**src/hw/pattern_pkg.sv**
```systemverilog
package pattern_pkg;

	// bus width, also the width of the LFSR
	localparam int PATTERN_WIDTH = 32;

	localparam logic [PATTERN_WIDTH-1:0] PATTERN_POLY       = 32'h0040_1003;
	localparam logic [PATTERN_WIDTH-1:0] PATTERN_RESET_SEED = 32'h0000_0001;

	// one full word of shifts per call
	function automatic logic [PATTERN_WIDTH-1:0] advance_pattern(
		input logic [PATTERN_WIDTH-1:0] state);
		logic [PATTERN_WIDTH-1:0] fill;
		fill = state;
		for (int k = 0; k < PATTERN_WIDTH; k++)
			fill = {^(fill & PATTERN_POLY), fill[PATTERN_WIDTH-1:1]};
		return fill;
	endfunction

	typedef struct packed {
		logic [PATTERN_WIDTH-1:0] data;
		logic                     last;
	} rd_beat_t;

	typedef struct packed {
		logic [PATTERN_WIDTH-1:0]   data;
		logic [PATTERN_WIDTH/8-1:0] strb;
		logic                       last;
	} wr_beat_t;

	// beat count minus one
	typedef logic [7:0] burst_len_t;

endpackage

```
**src/hw/csr_pkg.sv**
```systemverilog
package csr_pkg;

	//////////////////////////////
	// register map
	//////////////////////////////

	typedef enum logic {
		CSR_STATUS = 1'b0,
		CSR_SEED   = 1'b1
	} csr_addr_t;

	//////////////////////////////
	// status word layout
	//////////////////////////////

	localparam int STATUS_ERR_BIT = 0;
	localparam int STATUS_RD_LSB  = 4;
	localparam int STATUS_WR_LSB  = 20;

	// byte counters wrap at 4K
	typedef logic [11:0] byte_count_t;

endpackage

```
**src/hw/lfsr_source.sv**
```systemverilog
`timescale 1ns/10ps

module lfsr_source
	import pattern_pkg::*;
	import csr_pkg::*;
(
	input  logic                     i_clk,
	input  logic                     i_reset,

	input  logic                     i_seed_load,
	input  logic [PATTERN_WIDTH-1:0] i_seed,

	input  logic                     i_req_valid,
	output logic                     o_req_ready,
	input  burst_len_t               i_req_len,

	output logic                     o_valid,
	input  logic                     i_ready,
	output rd_beat_t                 o_beat,

	output byte_count_t              o_rd_bytes
);

	logic                     busy;
	burst_len_t               beats_left;
	logic [PATTERN_WIDTH-1:0] state;
	logic                     push;

	// only one burst in flight
	assign o_req_ready = !busy;
	assign o_valid     = busy;
	assign push        = o_valid && i_ready;

	// last beat once the remaining count hits zero
	assign o_beat = '{data: state, last: (beats_left == '0)};

	//////////////////////////////
	// burst control
	//////////////////////////////

	always_ff @(posedge i_clk)
	begin
		if (i_reset)
		begin
			busy       <= 1'b0;
			beats_left <= '0;
		end
		else if (i_req_valid && o_req_ready)
		begin
			busy       <= 1'b1;
			beats_left <= i_req_len;
		end
		else if (push)
		begin
			if (beats_left == '0)
				busy <= 1'b0;
			else
				beats_left <= beats_left - 1'b1;
		end
	end

	//////////////////////////////
	// pattern state and byte count
	//////////////////////////////

	always_ff @(posedge i_clk)
	begin
		if (i_reset)
		begin
			state      <= PATTERN_RESET_SEED;
			o_rd_bytes <= '0;
		end
		else if (i_seed_load)
		begin
			state      <= i_seed;
			o_rd_bytes <= '0;
		end
		else if (push)
		begin
			state      <= advance_pattern(state);
			o_rd_bytes <= o_rd_bytes + byte_count_t'(PATTERN_WIDTH / 8);
		end
	end

	// offered beat holds through a stall
	a_beat_stable: assert property (@(posedge i_clk) disable iff (i_reset)
		o_valid && !i_ready && !i_seed_load |=> o_valid && $stable(o_beat));

endmodule

```
**src/hw/stream_fifo.sv**
```systemverilog
`timescale 1ns/10ps

module stream_fifo
#(
	parameter type payload_t  = logic,
	parameter int  FIFO_DEPTH = 4
)
(
	input  logic     i_clk,
	input  logic     i_reset,

	input  logic     i_valid,
	output logic     o_ready,
	input  payload_t i_data,

	output logic     o_valid,
	input  logic     i_ready,
	output payload_t o_data
);

	// depth is a power of two, so pointers wrap on their own
	localparam int PTR_W = $clog2(FIFO_DEPTH);
	localparam int CNT_W = $clog2(FIFO_DEPTH + 1);

	payload_t         mem [FIFO_DEPTH];
	logic [PTR_W-1:0] wr_ptr;
	logic [PTR_W-1:0] rd_ptr;
	logic [CNT_W-1:0] count;
	logic             full;
	logic             push;
	logic             pop;

	assign full    = (count == CNT_W'(FIFO_DEPTH));
	assign o_valid = (count != '0);
	// a full FIFO still takes a push when the head leaves in the same cycle
	assign o_ready = !full || i_ready;
	assign push    = i_valid && o_ready;
	assign pop     = o_valid && i_ready;
	assign o_data  = mem[rd_ptr];

	always_ff @(posedge i_clk)
	begin
		if (push)
			mem[wr_ptr] <= i_data;
	end

	always_ff @(posedge i_clk)
	begin
		if (i_reset)
		begin
			wr_ptr <= '0;
			rd_ptr <= '0;
			count  <= '0;
		end
		else
		begin
			if (push)
				wr_ptr <= wr_ptr + 1'b1;
			if (pop)
				rd_ptr <= rd_ptr + 1'b1;
			case ({push, pop})
			2'b10: count <= count + 1'b1;
			2'b01: count <= count - 1'b1;
			default: count <= count;
			endcase
		end
	end

	// occupancy stays within the depth so a wrap from either end shows up
	a_no_overflow: assert property (@(posedge i_clk) disable iff (i_reset)
		count <= CNT_W'(FIFO_DEPTH));

	// stalled head holds until it is taken
	a_head_held: assert property (@(posedge i_clk) disable iff (i_reset)
		o_valid && !i_ready |=> o_valid && $stable(o_data));

	// empty means the pointers have met again
	a_ptr_match: assert property (@(posedge i_clk) disable iff (i_reset)
		count == '0 |-> rd_ptr == wr_ptr);

endmodule

```
**src/hw/lfsr_checker.sv**
```systemverilog
`timescale 1ns/10ps

module lfsr_checker
	import pattern_pkg::*;
	import csr_pkg::*;
(
	input  logic                     i_clk,
	input  logic                     i_reset,

	input  logic                     i_seed_load,
	input  logic [PATTERN_WIDTH-1:0] i_seed,

	input  logic                     i_valid,
	output logic                     o_ready,
	input  wr_beat_t                 i_beat,

	output logic                     o_err,
	output byte_count_t              o_wr_bytes,
	output logic [PATTERN_WIDTH-1:0] o_state
);

	localparam int BYTES  = PATTERN_WIDTH / 8;
	localparam int SCNT_W = $clog2(BYTES + 1);

	logic [PATTERN_WIDTH-1:0] expected;
	logic                     mismatch;
	logic [SCNT_W-1:0]        strb_count;
	logic                     pop;

	// never back-pressures, one beat per cycle
	assign o_ready = 1'b1;
	assign pop     = i_valid && o_ready;
	assign o_state = expected;

	//////////////////////////////
	// per-lane compare
	//////////////////////////////

	// disabled lanes are neither compared nor counted
	always_comb
	begin
		mismatch   = 1'b0;
		strb_count = '0;
		for (int k = 0; k < BYTES; k++)
		begin
			if (i_beat.strb[k])
			begin
				strb_count = strb_count + 1'b1;
				if (i_beat.data[8*k +: 8] != expected[8*k +: 8])
					mismatch = 1'b1;
			end
		end
	end

	//////////////////////////////
	// expected state, error, count
	//////////////////////////////

	always_ff @(posedge i_clk)
	begin
		if (i_reset)
		begin
			expected   <= PATTERN_RESET_SEED;
			o_err      <= 1'b0;
			o_wr_bytes <= '0;
		end
		else if (i_seed_load)
		begin
			expected   <= i_seed;
			o_err      <= 1'b0;
			o_wr_bytes <= '0;
		end
		else if (pop)
		begin
			// advances a whole word even for a narrow beat
			expected   <= advance_pattern(expected);
			o_wr_bytes <= o_wr_bytes + byte_count_t'(strb_count);
			if (mismatch)
				o_err <= 1'b1;
		end
	end

endmodule

```
**src/hw/check_csr.sv**
```systemverilog
`timescale 1ns/10ps

module check_csr
	import csr_pkg::*;
(
	input  logic        i_clk,
	input  logic        i_reset,

	input  logic        i_csr_valid,
	output logic        o_csr_ready,
	input  logic        i_csr_write,
	input  csr_addr_t   i_csr_addr,
	input  logic [31:0] i_csr_wdata,
	output logic        o_csr_rvalid,
	output logic [31:0] o_csr_rdata,
	input  logic        i_csr_rready,

	output logic        o_seed_load,
	output logic [31:0] o_seed,

	input  logic        i_err,
	input  byte_count_t i_rd_bytes,
	input  byte_count_t i_wr_bytes,
	input  logic [31:0] i_state
);

	logic        accept;
	logic [31:0] rdata_next;

	// one access at a time
	assign o_csr_ready = !o_csr_rvalid;
	assign accept      = i_csr_valid && o_csr_ready;

	// seed lands in source and checker on the accepting edge
	assign o_seed_load = accept && i_csr_write && (i_csr_addr == CSR_SEED);
	assign o_seed      = i_csr_wdata;

	//////////////////////////////
	// read mux
	//////////////////////////////

	// writes answer with zero
	always_comb
	begin
		rdata_next = '0;
		if (!i_csr_write)
		begin
			case (i_csr_addr)
			CSR_STATUS:
			begin
				rdata_next[STATUS_ERR_BIT]                       = i_err;
				rdata_next[STATUS_RD_LSB +: $bits(byte_count_t)] = i_rd_bytes;
				rdata_next[STATUS_WR_LSB +: $bits(byte_count_t)] = i_wr_bytes;
			end
			CSR_SEED:
				rdata_next = i_state;
			default:
				rdata_next = '0;
			endcase
		end
	end

	//////////////////////////////
	// response
	//////////////////////////////

	always_ff @(posedge i_clk)
	begin
		if (i_reset)
			o_csr_rvalid <= 1'b0;
		else if (accept)
			o_csr_rvalid <= 1'b1;
		else if (i_csr_rready)
			o_csr_rvalid <= 1'b0;
	end

	always_ff @(posedge i_clk)
	begin
		if (accept)
			o_csr_rdata <= rdata_next;
	end

	// response waits for the host
	a_resp_held: assert property (@(posedge i_clk) disable iff (i_reset)
		o_csr_rvalid && !i_csr_rready |=> o_csr_rvalid && $stable(o_csr_rdata));

endmodule

```
**src/hw/dma_check_top.sv**
```systemverilog
`timescale 1ns/10ps

module dma_check_top
	import pattern_pkg::*;
	import csr_pkg::*;
#(
	parameter int FIFO_DEPTH = 4
)
(
	input  logic                       i_clk,
	input  logic                       i_reset,

	// read request and read data
	input  logic                       i_rdreq_valid,
	output logic                       o_rdreq_ready,
	input  burst_len_t                 i_rdreq_len,
	output logic                       o_rd_valid,
	input  logic                       i_rd_ready,
	output logic [PATTERN_WIDTH-1:0]   o_rd_data,
	output logic                       o_rd_last,

	// write data
	input  logic                       i_wr_valid,
	output logic                       o_wr_ready,
	input  logic [PATTERN_WIDTH-1:0]   i_wr_data,
	input  logic [PATTERN_WIDTH/8-1:0] i_wr_strb,
	input  logic                       i_wr_last,

	// register port
	input  logic                       i_csr_valid,
	output logic                       o_csr_ready,
	input  logic                       i_csr_write,
	input  csr_addr_t                  i_csr_addr,
	input  logic [31:0]                i_csr_wdata,
	output logic                       o_csr_rvalid,
	output logic [31:0]                o_csr_rdata,
	input  logic                       i_csr_rready
);

	logic                     seed_load;
	logic [PATTERN_WIDTH-1:0] seed;
	logic                     src_valid;
	logic                     src_ready;
	rd_beat_t                 src_beat;
	rd_beat_t                 rd_beat;
	wr_beat_t                 wr_beat;
	logic                     chk_valid;
	logic                     chk_ready;
	wr_beat_t                 chk_beat;
	logic                     err;
	byte_count_t              rd_bytes;
	byte_count_t              wr_bytes;
	logic [PATTERN_WIDTH-1:0] chk_state;

	assign wr_beat   = '{data: i_wr_data, strb: i_wr_strb, last: i_wr_last};
	assign o_rd_data = rd_beat.data;
	assign o_rd_last = rd_beat.last;

	//////////////////////////////
	// read path
	//////////////////////////////

	lfsr_source u_lfsr_source (
		.i_clk       (i_clk),
		.i_reset     (i_reset),
		.i_seed_load (seed_load),
		.i_seed      (seed),
		.i_req_valid (i_rdreq_valid),
		.o_req_ready (o_rdreq_ready),
		.i_req_len   (i_rdreq_len),
		.o_valid     (src_valid),
		.i_ready     (src_ready),
		.o_beat      (src_beat),
		.o_rd_bytes  (rd_bytes)
	);

	stream_fifo #(.payload_t(rd_beat_t), .FIFO_DEPTH(FIFO_DEPTH)) u_rd_fifo (
		.i_clk   (i_clk),
		.i_reset (i_reset),
		.i_valid (src_valid),
		.o_ready (src_ready),
		.i_data  (src_beat),
		.o_valid (o_rd_valid),
		.i_ready (i_rd_ready),
		.o_data  (rd_beat)
	);

	//////////////////////////////
	// write path
	//////////////////////////////

	stream_fifo #(.payload_t(wr_beat_t), .FIFO_DEPTH(FIFO_DEPTH)) u_wr_fifo (
		.i_clk   (i_clk),
		.i_reset (i_reset),
		.i_valid (i_wr_valid),
		.o_ready (o_wr_ready),
		.i_data  (wr_beat),
		.o_valid (chk_valid),
		.i_ready (chk_ready),
		.o_data  (chk_beat)
	);

	lfsr_checker u_lfsr_checker (
		.i_clk       (i_clk),
		.i_reset     (i_reset),
		.i_seed_load (seed_load),
		.i_seed      (seed),
		.i_valid     (chk_valid),
		.o_ready     (chk_ready),
		.i_beat      (chk_beat),
		.o_err       (err),
		.o_wr_bytes  (wr_bytes),
		.o_state     (chk_state)
	);

	//////////////////////////////
	// registers
	//////////////////////////////

	check_csr u_check_csr (
		.i_clk        (i_clk),
		.i_reset      (i_reset),
		.i_csr_valid  (i_csr_valid),
		.o_csr_ready  (o_csr_ready),
		.i_csr_write  (i_csr_write),
		.i_csr_addr   (i_csr_addr),
		.i_csr_wdata  (i_csr_wdata),
		.o_csr_rvalid (o_csr_rvalid),
		.o_csr_rdata  (o_csr_rdata),
		.i_csr_rready (i_csr_rready),
		.o_seed_load  (seed_load),
		.o_seed       (seed),
		.i_err        (err),
		.i_rd_bytes   (rd_bytes),
		.i_wr_bytes   (wr_bytes),
		.i_state      (chk_state)
	);

endmodule

```
**config.mk**
```make
export PLATFORM = sky130hd
export DESIGN_NAME = dma_check_top
export DESIGN_NICKNAME = d
export VERILOG_FILES = /design/src/hw/pattern_pkg.sv /design/src/hw/csr_pkg.sv /design/src/hw/lfsr_source.sv /design/src/hw/stream_fifo.sv /design/src/hw/lfsr_checker.sv /design/src/hw/check_csr.sv /design/src/hw/dma_check_top.sv
export SDC_FILE = /design/constraint.sdc
export NUM_CORES = 1
export LEC_CHECK = 0
export ABC_AREA = 1
export BUFFER_PORTS_ARGS = -buffer_cell sky130_fd_sc_hd__buf_2
export CAP_MARGIN = 20
export CORE_UTILIZATION = 61
export DETAILED_ROUTE_END_ITERATION = 10
export GPL_TIMING_DRIVEN = 0
export PLACE_DENSITY_LB_ADDON = 0.08
export SLEW_MARGIN = 40
export SYNTH_ARGS = -nofsm -noshare
export SYNTH_HDL_FRONTEND = slang
export SYNTH_HIERARCHICAL = 1
export SYNTH_SLANG_ARGS = --single-unit
```
**constraint.sdc**
```tcl
create_clock -name i_clk -period 4.3 [get_ports i_clk]
set_clock_uncertainty 0.15 [all_clocks]
set_input_delay 0.215 -clock i_clk [delete_from_list [all_inputs] [get_ports i_clk]]
set_output_delay 0.215 -clock i_clk [all_outputs]
set_load 0.1 [all_outputs]
```
==> results.ini <==
[worst_setup_path]
crit_chain = inv_1, o21ai_1, o22ai_1, inv_1, ha_1, xor2_1, ha_1, mux2_2, ha_1, nand3_1, nand3_1, nand2_1, nor3_1, nand2_1, nor2_1, nand2_1, nand2_1, nor2_1
cpMostUsedCell = nand2_1
cp_max_fo = 18
arrival_ns = 4.25
critPathKind = flip-flop to flip-flop
max_stage_delay_ns = 0.49
cp_slowest_cell = inv_1
critPathRequiredTime_ns = 4.60
end_kind = flip-flop
r2r_setup_slack_ns = 0.35
start_kind = flip-flop

[global_routing]
grt_pass1_vias = 15600
grt_max_degree = 33
overflow = 0
grt_pass1_wl_mm = 83.2
antenna_found_initial = 0
grt.total_usage = 0.323

[yosys]
ys.warnings.count = 6
syn_inst = 2072
synth_area_sq_mm = 0.0201
avgSynthCellArea_sq_um = 9.72

[placed_design]
dpl.hpwl_mm = 37.0
place_congestion = 0.961
numPortBuffers = 120
placed_cell_area_sq_mm = 0.0217

[sta]
drv_slew = 0
post-route-min-period_ns = 3.95
setup_viol = 0
maxSlewHeadroom = 0.296
tns_ns = 0
fmax_mhz = 253
worst_pin_slew_ns = 1.05
period_share = 0.919
rsz0062_at_grt = false
hold_viol_final = 0

[routing]
dr.pass1.iters = 5
wl_mm = 54.1
first_iter_violations = 1299
antenna_left = 0
vias = 16000
route.detailed.drc = 0
viasPerCell = 5.67
wl_per_cell_microns = 19.2

[clocking]
cts_tree = done
clkLatencyLatePin_ns = 0.57
cts_buffer_depth = 3
numCtsBuffers = 44
post_cts_buffers = 0
htreeDepth = 2
cts_root_buf = clkbuf_16
clkSinkCount = 423
clkSlewWorstSetupHoldPaths_ns = 0.06

[hold_path]
hold_path.startpoint = i_reset
holdCritPathClass = input port to flip-flop

[power_and_ir_drop]
intPower_mw = 9.52
p_sw_frac = 0.428
p_switching_mw = 7.12
p_leak_nw = 9.39
vdd.ir_drop.worst_mv = 0.583
power.share.combinational = 0.429
seqPwrFrac = 0.335
power_density_mw_per_mm2 = 693
pwr-share-clk = 0.236
p_total_mw = 16.6

[outcome]
status = finished clean

[floorplanning]
fp.dieW_microns = 184
fp-row-count = 66
die_h_microns = 184
core_sq_mm = 0.0325
dieArea_sq_mm = 0.0337
initial_core_util = 0.619
num_io_pins = 156

[cells_and_area]
antenna_cells = 0
final_area_sq_mm = 0.0240
area_growth_pct = 19.4
fin_nets = 2447
drive_above_1_share = 0.152

[run]
cap_violations = 0

==> per-layer routing <==
metal  wire length [microns]  vias up  GRT usage
met2                   27200      693      0.566
met4                    2700        0      0.171
met5                       0        -          0
met3                    3450      164     0.0515
met1                   20700     7582      0.384
li1                        -     7537          -
==> registers in the layout (all words and copies together), names as in the netlist, 3 cells and up, named ones only <==
| signal | count |
|---|---|
| u_lfsr_source/beats_left | 8 |
| u_rd_fifo/mem | 132 |
| u_wr_fifo/count | 3 |
| u_lfsr_checker/o_wr_bytes | 12 |
| u_check_csr/o_csr_rdata | 32 |
| u_wr_fifo/mem | 144 |
| u_lfsr_checker/o_state | 32 |
| u_lfsr_source/o_rd_bytes | 10 |
| u_lfsr_source/state | 32 |
| u_rd_fifo/count | 3 |
==> repair_timing <==
item / CTS / global route
hold buffers: 87 / 0
resized for setup: 0 / 1
endpoints found under the setup margin: 0 / 4
endpoints found under the hold margin: 230 / 0
==> worst max-delay path: cells and delay by family (launching register included) <==
family / cells / cell delay (ns)
simple gates: 9 / 0.88
fa+ha+maj: 3 / 0.85
buf+inv: 2 / 0.58
compound gates: 2 / 0.58
flops: 1 / 0.31
mux: 1 / 0.29
xor+xnor: 1 / 0.23
==> placed cells by master (no fill, tap or decap), types with 5 or more instances in the layout <==
| cell | instances |
|---|---|
| a22o_1 | 8 |
| clkbuf_16 | 44 |
| dfxtp_1 | 115 |
| edfxtp_1 | 308 |
| buf_4 | 38 |
| nand3b_1 | 13 |
| dlygate4sd3_1 | 87 |
| buf_16 | 8 |
| inv_1 | 173 |
| nor2_4 | 8 |
| clkbuf_2 | 5 |
| nor3_1 | 7 |
| clkinv_2 | 9 |
| nand3_1 | 112 |
| ha_1 | 20 |
| inv_2 | 14 |
| clkbuf_8 | 7 |
| o21ai_1 | 56 |
| bufinv_16 | 6 |
| nand2_1 | 334 |
| buf_2 | 151 |
| buf_6 | 24 |
| xor2_1 | 52 |
| xnor2_1 | 71 |
| clkinv_1 | 6 |
| a21oi_1 | 69 |
| nand2_2 | 9 |
| o22ai_1 | 68 |
| or2_1 | 7 |
| nor2_1 | 257 |
| clkbuf_1 | 30 |
| o21ai_0 | 155 |
| a22oi_1 | 10 |
| a31oi_1 | 32 |
| buf_8 | 7 |
==> layout make-up <==
type | instances | area [sq um]
Sequential cell | 423 | 11600
Fill cell | 2330 | 8500
Multi-Input combinational cell | 1332 | 7050
Timing Repair Buffer | 221 | 1780
Clock buffer | 59 | 1210
Buffer | 124 | 868
Inverter | 192 | 734
Tap cell | 442 | 553
Clock inverter | 23 | 293
==> final timing paths <==
path,end,cells past startpoint
setup / recovery,u_lfsr_checker/o_wr_bytes[9]$_SDFFE_PP0P_,18
hold / removal,flip-flop,2
setup reg to reg,u_lfsr_checker/o_wr_bytes[9]$_SDFFE_PP0P_,18
hold reg to reg,u_lfsr_checker/o_err$_SDFFE_PP0P_,2
==> power groups by stage <==
stage | Combinational [mW] | Clock (mW) | Sequential, mW
after CTS | 7.01 | 3.96 | 5.57
after detailed placement | 6.91 | 0 | 5.65
final | 7.14 | 3.93 | 5.58
after global routing | 7.74 | 4.13 | 5.63
after global placement | 6.67 | 0 | 5.65
after floorplan | 5.29 | 0 | 5.61
==> through the flow <==
stage | std cells | hold WS, ns | utilization | worst slack, ns
2_1_floorplan | 2073 | 0.134 | - | 0.872
3_3_place_gp | 2635 | 0.277 | 0.654 | 0.253
3_5_place_dp | 2649 | 0.281 | 0.666 | 0.206
4_1_cts | 2818 | 0.0238 | 0.739 | 0.190
5_1_grt | 2816 | 0.0346 | 0.739 | 0.0657
6_report | 2816 | 0.0417 | 0.739 | 0.347
Note: power is estimated with default switching activity, not from simulation.
